[config.mk]
export PLATFORM = sky130hd
export DESIGN_NAME = routing_vc
export DESIGN_NICKNAME = d
export VERILOG_FILES = /design/src/verilog/noc_flit_pkg.sv /design/src/verilog/noc_port_pkg.sv /design/src/verilog/xy_route_calc.sv /design/src/verilog/flit_stage.sv /design/src/verilog/vc_port_tracker.sv /design/src/verilog/routing_vc.sv
export VERILOG_INCLUDE_DIRS = /design/src /design/src/verilog
export SDC_FILE = /design/constraint.sdc
export NUM_CORES = 1
export LEC_CHECK = 0
export BUFFER_PORTS_ARGS = -buffer_cell sky130_fd_sc_hd__buf_2
export CAP_MARGIN = 0
export CELL_PAD_IN_SITES_DETAIL_PLACEMENT = 1
export CELL_PAD_IN_SITES_GLOBAL_PLACEMENT = 1
export CORE_MARGIN = 1
export CORE_UTILIZATION = 30
export DETAILED_ROUTE_END_ITERATION = 10
export HOLD_SLACK_MARGIN = 0.06
export PLACE_DENSITY = 0.73
export SYNTH_ARGS = -nofsm -noshare
export SYNTH_HDL_FRONTEND = slang
export SYNTH_SLANG_ARGS = --single-unit
[constraint.sdc]
create_clock -name clk -period 3.8 [get_ports clk]
set_input_delay 0.38 -clock clk [delete_from_list [all_inputs] [get_ports clk]]
set_output_delay 0.38 -clock clk [all_outputs]
set_load 0.03 [all_outputs]
[src/verilog/noc_macros.svh]
`ifndef NOC_MACROS_SVH
`define NOC_MACROS_SVH

////////////////////////////////////////
// Mesh geometry
////////////////////////////////////////

`define NOC_DIMX        4                           // Tiles along x
`define NOC_DIMY        4                           // Tiles along y
`define NOC_X_W         $clog2(`NOC_DIMX)           // x coordinate width
`define NOC_Y_W         $clog2(`NOC_DIMY)           // y coordinate width
`define NOC_ID_W        (`NOC_X_W + `NOC_Y_W)       // Tile id, x in the low bits

// Output ports of a mesh switch: N, E, W, S and local
`define NOC_NUM_PORTS   5

////////////////////////////////////////
// Flit format
////////////////////////////////////////

`define NOC_FLIT_W      64
`define NOC_DST_LSB     0                           // Destination tile id field
`define NOC_DST_MSB     (`NOC_DST_LSB + `NOC_ID_W - 1)

`endif

[src/verilog/noc_flit_pkg.sv]
`default_nettype none

`include "noc_macros.svh"

package noc_flit_pkg;

    ////////////////////////////////////////
    // Flit and its type tag
    ////////////////////////////////////////

    typedef logic [`NOC_FLIT_W-1:0] flit_t;             // Whole flit, payload and header fields

    // Type travels beside the flit, not inside it
    typedef enum logic [1:0] {
        flit_header      = 2'd0,                        // First flit, carries the route
        flit_body        = 2'd1,
        flit_tail        = 2'd2,                        // Last flit, releases the VC
        flit_header_tail = 2'd3                         // Single-flit packet
    } flit_type_e;

    // Tile id, low bits x and high bits y
    typedef logic [`NOC_ID_W-1:0] tile_id_t;

endpackage

`default_nettype wire

[src/verilog/noc_port_pkg.sv]
`default_nettype none

`include "noc_macros.svh"

package noc_port_pkg;

    // Output ports of the switch, value doubles as vector index
    typedef enum logic [2:0] {
        port_north = 3'd0,
        port_east  = 3'd1,
        port_west  = 3'd2,
        port_south = 3'd3,
        port_local = 3'd4                               // Ejection to the tile
    } port_e;

    // One bit per output port, indexed by port_e
    typedef logic [`NOC_NUM_PORTS-1:0] port_vec_t;

    // Single port to one-hot vector
    function automatic port_vec_t port_onehot(input port_e p);
        port_vec_t v;
        v    = '0;
        v[p] = 1'b1;
        return v;
    endfunction

endpackage

`default_nettype wire

[src/verilog/xy_route_calc.sv]
`default_nettype none

`include "noc_macros.svh"

module xy_route_calc #(
    parameter noc_flit_pkg::tile_id_t TILE_ID = '0      // Coordinate of this switch
) (
    input  noc_flit_pkg::flit_t flit,
    output noc_port_pkg::port_e out_port
);
    import noc_flit_pkg::*;
    import noc_port_pkg::*;

    tile_id_t             dst;                          // Destination tile of the flit
    logic [`NOC_X_W-1:0]  x_cur;
    logic [`NOC_Y_W-1:0]  y_cur;
    logic [`NOC_X_W-1:0]  x_dst;
    logic [`NOC_Y_W-1:0]  y_dst;

    ////////////////////////////////////////
    // Coordinate split
    ////////////////////////////////////////

    assign dst   = flit[`NOC_DST_MSB:`NOC_DST_LSB];

    // x sits in the low bits, y right above it
    assign x_cur = TILE_ID[`NOC_X_W-1:0];
    assign y_cur = TILE_ID[`NOC_X_W +: `NOC_Y_W];
    assign x_dst = dst[`NOC_X_W-1:0];
    assign y_dst = dst[`NOC_X_W +: `NOC_Y_W];

    ////////////////////////////////////////
    // Dimension-ordered routing
    ////////////////////////////////////////

    // X is resolved first, then Y, so no turn from Y back into X
    always_comb begin
        if (x_dst > x_cur) begin
            out_port = port_east;                       // Further along x
        end else if (x_dst < x_cur) begin
            out_port = port_west;
        end else if (y_dst < y_cur) begin
            out_port = port_north;                      // Row 0 is the north edge
        end else if (y_dst > y_cur) begin
            out_port = port_south;
        end else begin
            out_port = port_local;                      // Arrived, eject
        end
    end

endmodule

`default_nettype wire

[src/verilog/flit_stage.sv]
`default_nettype none

module flit_stage (
    input  logic                     clk,
    input  logic                     rst_p,
    // Input buffer side
    input  logic                     req,               // One-cycle strobe, flit valid
    input  noc_flit_pkg::flit_t      flit,
    input  noc_flit_pkg::flit_type_e flit_type,
    input  logic                     granted,           // Any SA grant this cycle
    output logic                     avail,
    // Toward the tracker
    output logic                     load,              // Flit taken at this edge
    output logic                     full,
    // Held flit
    output noc_flit_pkg::flit_t      flit_out,
    output noc_flit_pkg::flit_type_e flit_type_out,
    output logic                     tail_flit
);
    import noc_flit_pkg::*;

    logic       full_q;                                 // Stage holds a flit
    flit_t      flit_q;
    flit_type_e type_q;

    ////////////////////////////////////////
    // Handshake with the buffer
    ////////////////////////////////////////

    // Free now, or freeing at this edge, so a new flit may follow directly
    assign avail = ~full_q | granted;
    assign load  = req & avail;
    assign full  = full_q;

    always_ff @(posedge clk) begin
        if (rst_p) begin
            full_q <= 1'b0;
        end else if (load) begin
            full_q <= 1'b1;                             // Also covers leave-and-refill
        end else if (granted) begin
            full_q <= 1'b0;                             // Flit left through the switch
        end
    end

    // Flit and type only move on an accepted request
    always_ff @(posedge clk) begin
        if (load) begin
            flit_q <= flit;
            type_q <= flit_type;
        end
    end

    ////////////////////////////////////////
    // Outputs
    ////////////////////////////////////////

    assign flit_out      = flit_q;
    assign flit_type_out = type_q;

    // Tail marks the end of the packet, only meaningful while full
    assign tail_flit = full_q & ((type_q == flit_tail) | (type_q == flit_header_tail));

endmodule

`default_nettype wire

[src/verilog/vc_port_tracker.sv]
`default_nettype none

module vc_port_tracker (
    input  logic                     clk,
    input  logic                     rst_p,
    // From the stage
    input  logic                     load,              // Flit taken at this edge
    input  noc_flit_pkg::flit_type_e flit_type,         // Type of the incoming flit
    input  noc_port_pkg::port_e      new_port,          // Route of the incoming flit
    input  logic                     full,
    input  logic                     tail_flit,         // Held flit ends the packet
    // Allocators
    input  noc_port_pkg::port_vec_t  va_gnt,
    input  noc_port_pkg::port_vec_t  sa_gnt,
    output noc_port_pkg::port_vec_t  va_req,
    output noc_port_pkg::port_vec_t  sa_req
);
    import noc_flit_pkg::*;
    import noc_port_pkg::*;

    logic      is_header;                               // Incoming flit opens a packet
    logic      hdr_load;
    port_e     cur_port;                                // Route of the packet in flight
    port_vec_t cur_vec;
    port_vec_t new_vec;
    port_vec_t va_pend;                                 // Waiting for a VC on that port
    port_vec_t vc_assigned;                             // VC held on that port
    port_vec_t va_won;
    port_vec_t release_vec;

    ////////////////////////////////////////
    // Header capture
    ////////////////////////////////////////

    assign is_header = (flit_type == flit_header) | (flit_type == flit_header_tail);
    assign hdr_load  = load & is_header;

    assign new_vec = port_onehot(new_port);
    assign cur_vec = port_onehot(cur_port);

    // Body and tail flits reuse the stored route
    always_ff @(posedge clk) begin
        if (rst_p) begin
            cur_port <= port_local;
        end else if (hdr_load) begin
            cur_port <= new_port;
        end
    end

    ////////////////////////////////////////
    // VC allocation
    ////////////////////////////////////////

    // Request drops in the grant cycle itself
    assign va_req = va_pend & ~va_gnt;
    assign va_won = va_pend & va_gnt;                   // Grants on ports we asked for

    always_ff @(posedge clk) begin
        if (rst_p) begin
            va_pend <= '0;
        end else begin
            va_pend <= va_req | (hdr_load ? new_vec : '0);  // Request rises next cycle
        end
    end

    ////////////////////////////////////////
    // Switch allocation
    ////////////////////////////////////////

    // Only the stored route may ask for the switch, and only with a flit present
    assign sa_req = full ? (vc_assigned & cur_vec) : '0;

    // Tail winning the switch gives the VC back at the same edge
    assign release_vec = (full & tail_flit) ? (sa_gnt & vc_assigned) : '0;

    always_ff @(posedge clk) begin
        if (rst_p) begin
            vc_assigned <= '0;
        end else begin
            vc_assigned <= (vc_assigned | va_won) & ~release_vec;
        end
    end

endmodule

`default_nettype wire

[src/verilog/routing_vc.sv]
`default_nettype none

module routing_vc #(
    parameter noc_flit_pkg::tile_id_t TILE_ID = '0      // Coordinate of this switch
) (
    input  logic                     clk,
    input  logic                     rst_p,
    // Input buffer side
    input  logic                     req,
    input  noc_flit_pkg::flit_t      flit,
    input  noc_flit_pkg::flit_type_e flit_type,
    output logic                     avail,
    // VC allocator
    output noc_port_pkg::port_vec_t  va_req,
    input  noc_port_pkg::port_vec_t  va_gnt,
    // Switch allocator
    output noc_port_pkg::port_vec_t  sa_req,
    input  noc_port_pkg::port_vec_t  sa_gnt,
    // Toward the crossbar
    output noc_flit_pkg::flit_t      flit_out,
    output noc_flit_pkg::flit_type_e flit_type_out,
    output logic                     tail_flit
);
    import noc_port_pkg::*;

    logic  granted;                                     // Held flit wins the switch
    logic  load;
    logic  full;
    port_e route_port;                                  // XY result for the incoming flit

    // One route per packet, so at most one grant bit is set
    assign granted = |sa_gnt;

    ////////////////////////////////////////
    // One-entry stage
    ////////////////////////////////////////

    flit_stage u_stage (
        .clk           (clk),
        .rst_p         (rst_p),
        .req           (req),
        .flit          (flit),
        .flit_type     (flit_type),
        .granted       (granted),
        .avail         (avail),
        .load          (load),
        .full          (full),
        .flit_out      (flit_out),
        .flit_type_out (flit_type_out),
        .tail_flit     (tail_flit)
    );

    ////////////////////////////////////////
    // Route and allocator requests
    ////////////////////////////////////////

    // Routed straight off the input, result latched by the tracker
    xy_route_calc #(
        .TILE_ID (TILE_ID)
    ) u_route (
        .flit     (flit),
        .out_port (route_port)
    );

    vc_port_tracker u_track (
        .clk       (clk),
        .rst_p     (rst_p),
        .load      (load),
        .flit_type (flit_type),
        .new_port  (route_port),
        .full      (full),
        .tail_flit (tail_flit),
        .va_gnt    (va_gnt),
        .sa_gnt    (sa_gnt),
        .va_req    (va_req),
        .sa_req    (sa_req)
    );

endmodule

`default_nettype wire

# --- Word level (Yosys, flattened, before mapping) ---
# Cells that the tools add are included.
word_totals:
  elab_cells: 52
  out_inout_bits: 78
  register_bits: 80
  in_bits: 79
op_classes:
  n_lt_le_gt_ge: 8
  n_reduce_logical: 5
  n_eq_ne: 3
  n_bitwise: 17
  n_mux: 13
ops:
  columns: ["cell", "n"]
  rows:
  - ["AND 5 bit", 5]
  - ["2-to-1 mux 5 bit", 3]
  - ["2-to-1 mux 3 bit", 4]
  - ["inverter 5 bit", 2]
  - ["bitwise OR 5 bit", 2]
  - ["< comparator 3 x 4 -> 1 bit (second input constant)", 2]
  - ["demux 1 bit (select 3 bit)", 2]
  - ["equality test 2 bit (second input constant)", 3]
  - [">= comparator 3 x 1 -> 1 bit (second input constant)", 2]
  - ["OR reduction 5 bit", 1]
  - ["AND 1 bit", 4]
  - ["> comparator 2 x 1 -> 1 bit (second input constant)", 2]
  - ["< comparator 2 x 1 -> 1 bit (second input constant)", 2]
  - ["2-to-1 mux 1 bit", 4]
  - ["bitwise OR 1 bit", 3]
  - ["logical AND 1 bit", 2]
  - ["logical NOT 2 bit", 1]
  - ["nonzero test 2 bit", 1]
  - ["inverter 1 bit", 1]

# --- Depth between registers and ports, before layout ---
depth:
  ltp_word: 11
  ltp_mapped: 4
  ltp_nobuf: 4

# --- Cells and area by module ---
# A second synthesis with hierarchy kept.
unflattened:
  hier_cells: 139
  area_unflattened_um2: 2655.0
by_module_without_submodules:
  columns: ["module", "n_inst", "cells_each", "area_per_inst_um2"]
  rows:
  - ["flit_stage", 1, 72, 2044.5]
  - ["vc_port_tracker", 1, 60, 573.0]
  - ["xy_route_calc", 1, 4, 25.0]
  - ["routing_vc", 1, 3, 12.5]

# --- Least setup slack after synthesis ---
# No wires, ideal clock.
synth_path:
  path_kind: "reg2reg"
  start: "reg u_stage.full_q (netlist: u_stage.full)"
  end: "reg u_stage.flit_q[0] (netlist: u_stage.flit_out[0]) (enable)"
  n_path_buf: 0
  period_less_slack_ps: 4211
  t_required_ps: 3288
  path_stages_with_launch: 3
  arrival_ps: 3699
  setup_time_ps: 512
  slack_ps: -411
  cell_sequence: "dfxtp_1 -> nor2b_2 -> a21oi_1"
synth_via:
  elab_chain_len: 3
synth_lines:
  columns: ["element", "line_no", "text"]
  rows:
  - ["start, declared", "flit_stage.sv:22", "logic full_q;"]
  - ["start signal, assigned", "flit_stage.sv:37", "full_q <= 1'b0;"]
  - ["start signal, assigned", "flit_stage.sv:39", "full_q <= 1'b1;"]
  - ["start signal, assigned", "flit_stage.sv:41", "full_q <= 1'b0;"]
  - ["inverter 1 bit", "flit_stage.sv:31", "assign avail = ~full_q | granted;"]
  - ["bitwise OR 1 bit", "flit_stage.sv:31", null]
  - ["AND 1 bit", "flit_stage.sv:32", "assign load = req & avail;"]
  - ["named net load", "routing_vc.sv:27", "logic load;"]
  - ["end signal, assigned", "flit_stage.sv:48", "flit_q <= flit;"]
  - ["end, declared", "flit_stage.sv:23", "flit_t flit_q;"]
# The timed path passes the listed nets, and every way through them passes these cells.
# A chain may end at the register's enable or synchronous reset.

# --- Final worst setup path ---
layout_path:
  start: "reg u_stage.full_q (netlist: u_stage.full)"
  end: "out sa_req[1]"
layout_via:
  elab_chain_len: 1
layout_lines:
  columns: ["element", "line_no", "text"]
  rows:
  - ["2-to-1 mux 5 bit", "vc_port_tracker.sv:71", "assign sa_req = full ? (vc_assigned & cur_vec) : '0;"]
  - ["end, declared", "routing_vc.sv:17", "output noc_port_pkg::port_vec_t sa_req,"]
# Every way passes these cells.

==> flow_metrics.env <==
export IMPL_worstReg2RegEnd="u_stage.flit_out[56]"
export IMPL_num_vias=1790
export IMPL_antenna_found_initial=0
export IMPL_layout_drive_gt1_share=0.592
export IMPL_finalClockSkew_ns=0.00927
export IMPL_min_path_cells=1
export IMPL_grt_pass1_vias=1772
export IMPL_die_area_mm2=0.00912
export IMPL_slew_headroom=0.448
export IMPL_worstPathMaxFanout=4
export IMPL_reg2reg_slack_ns=2.08
export IMPL_drt_iter0_drc=49
export IMPL_cts_sinks=80
export IMPL_period_needed_ns=1.79
export IMPL_placement_io_buffers=156
export IMPL_hold_buffers=0
export IMPL_netlist_instances=133
export IMPL_num_rows=33
export IMPL_clk_pin_slew_ns=0.08
export IMPL_fin_nets=378
export IMPL_cp_arrival_ns=1.41
export IMPL_cts_tree="built"
export IMPL_worst_pin_slew_ns=0.828
export IMPL_synth_area_mm2=0.00262
export IMPL_hold_path_class="input pin to register"
export IMPL_initial_core_util=0.314
export IMPL_cts_root_buf="clkbuf_8"
export IMPL_avgSynthCellArea_um2=19.7
export IMPL_status="complete, no violations"
export IMPL_synth_edf_count=66
export IMPL_track_usage=0.150
export IMPL_min_to="u_stage.flit_out[55]"
export IMPL_period_share=0.471
export IMPL_gr_total_overflow=0
export IMPL_synth_fp_nets=212
export IMPL_cts_path_max_buffers=2
export IMPL_grt_max_degree=67
export IMPL_synth_cell_types=27
export IMPL_die_width_um=95.5
export IMPL_crit_required_ns=3.42
export IMPL_synth_flop_cell="edfxtp_1"
export IMPL_p_leak_nw=1.63
export IMPL_yosysWarnings=0
export IMPL_dr_pass1_iters=4
export IMPL_cap_violations=0
export IMPL_wl_um=6990
export IMPL_yosysSeqAreaShare=0.863
export IMPL_worst_hold_slack_ns=0.214
export IMPL_cts_made_buffers=9
export IMPL_placed_area_mm2=0.00354
export IMPL_die_h_um=95.5
export IMPL_wl_per_cell_um=17.1
export IMPL_rr_worst_depth=3
export IMPL_clock_latency_ns=0.34
export IMPL_routabilityCongestion=0.762
export IMPL_areaGrowthSynthToFinish_pct=44.3
export IMPL_ant_nets=0
export IMPL_grt_pass1_wl_um=9670
export IMPL_design_area_mm2=0.00378
export IMPL_hold_viol_final=0
export IMPL_fmax_mhz=558
export IMPL_tns_ns=0
export IMPL_path_class="register to output port"
export IMPL_synthArstFlopShare=0
export IMPL_antenna_cells=0
export IMPL_post_route_util=0.453
export IMPL_power_density_mw_per_mm2=517
export IMPL_min_from="flit[55]"
export IMPL_synth_seq_cells=80
export IMPL_viasPerCell=4.38
export IMPL_ir_drop_v=0.000206
export IMPL_start_kind="register"
export IMPL_htree_levels=3
export IMPL_n_fill_cell=888
export IMPL_rsz0062_at_grt="false"
export IMPL_cts_resized=0
export IMPL_drc=0
export IMPL_setup_viol=0
export IMPL_core_area_mm2=0.00834
export IMPL_dp_hpwl_um=5370
export IMPL_pin_count=157
export IMPL_cp_end_kind="output port"
export IMPL_rr_startpoint="u_stage.full"
export IMPL_slew_viol_final=0
export IMPL_cts_setup_buffers=0
==> cell type report <==
cell class | count | area, um^2 | share of cell area
inverters | 3 | 11.3 | 0.00298
repair buffers | 157 | 788 | 0.208
multi-input cells | 48 | 352 | 0.0930
clock inverters | 5 | 106 | 0.0281
well taps | 105 | 131 | 0.0347
flip-flops and latches | 80 | 2260 | 0.598
clock buffers | 11 | 131 | 0.0347
==> stage by stage <==
stage	instances	total power, mW	setup slack (ns)
2_1_floorplan	133	1.14	0.954
3_3_place_gp	393	1.23	1.95
3_5_place_dp	393	1.24	1.95
4_1_cts	409	1.98	1.96
5_1_grt	409	2.03	1.87
6_report	409	1.95	2.01
==> synthesized netlist by cell type (2+ instances only) <==
cell type,n,area share
clkbuf_1,2,0.0029
a311oi_1,5,0.017
nand3_1,2,0.0038
inv_1,3,0.0043
a21oi_1,9,0.017
nor2_1,7,0.010
edfxtp_1,66,0.76
nor2b_1,7,0.017
dfxtp_1,14,0.11
==> routing by layer <==
layer	share of wire	GRT usage	routed length (um)
met1	0.40	0.171	2780
met2	0.49	0.253	3440
met3	0.097	0.0486	679
met4	0.013	0.0709	89
met5	0	0	0
==> registers in the layout (all words and copies together), names as in the netlist <==
register / cells
u_stage.flit_out: 64
u_track.va_pend: 5
u_stage.full: 1
u_track.vc_assigned: 5
u_stage.flit_type_out: 2
u_track.cur_port: 3
==> layout by cell type, fill, tap and decap left out <==
cell type and instances:
buf_2 156, edfxtp_1 66, dfxtp_1 14, clkbuf_8 9, a21oi_1 8, nor2b_1 7
nor2_1 7, a311oi_1 5, inv_1 3, bufinv_16 3, nand3_1 2, clkbuf_1 2
nor2b_2 1, nor4_4 1, a21oi_4 1, nand2_1 1, nand2b_1 1, and4_1 1
and4b_1 1, and3_1 1, and2_1 1, xor2_1 1, a211oi_4 1, nand3b_2 1
or2_2 1, nand2b_4 1, a21oi_2 1, a31oi_2 1, o21a_1 1, a31oi_1 1
o21ai_0 1, clkinvlp_4 1, clkinv_4 1, buf_4 1
==> worst max-delay path, cell delays in order (launching register included) <==
cell and delay [ns]:
dfxtp_1 0.37, nor2b_1 0.27, and4b_1 0.24, buf_2 0.20
==> kinds of logic after synthesis <==
family | synth area share
XOR/XNOR | 0.00334
AO/OA/AOI/OAI | 0.0568
AND/OR/NAND/NOR | 0.0697
flip-flops | 0.863
buffers and inverters | 0.00716
==> report_power, final <==
part	leakage [nW]	internal [mW]	switching (mW)	total (mW)
registers	0.759	0.999	0.0142	1.01
logic	0.752	0.0634	0.140	0.203
clock network	0.114	0.438	0.301	0.739
total	1.63	1.50	0.455	1.95
==> worst max-delay path by stage <==
| stage | startpoint | endpoint | slack (ns) |
|---|---|---|---|
| 2_1_floorplan | u_stage.full | u_stage.flit_out[0] | 0.95 |
| 3_3_place_gp | sa_gnt[3] | u_stage.flit_out[36] | 1.95 |
| 3_5_place_dp | sa_gnt[3] | u_stage.flit_out[63] | 1.95 |
| 4_1_cts | u_stage.full | sa_req[1] | 1.96 |
| 5_1_grt | u_stage.full | sa_req[2] | 1.87 |
| 6_report | u_stage.full | sa_req[1] | 2.01 |
Power figures use the tool's default switching activity.
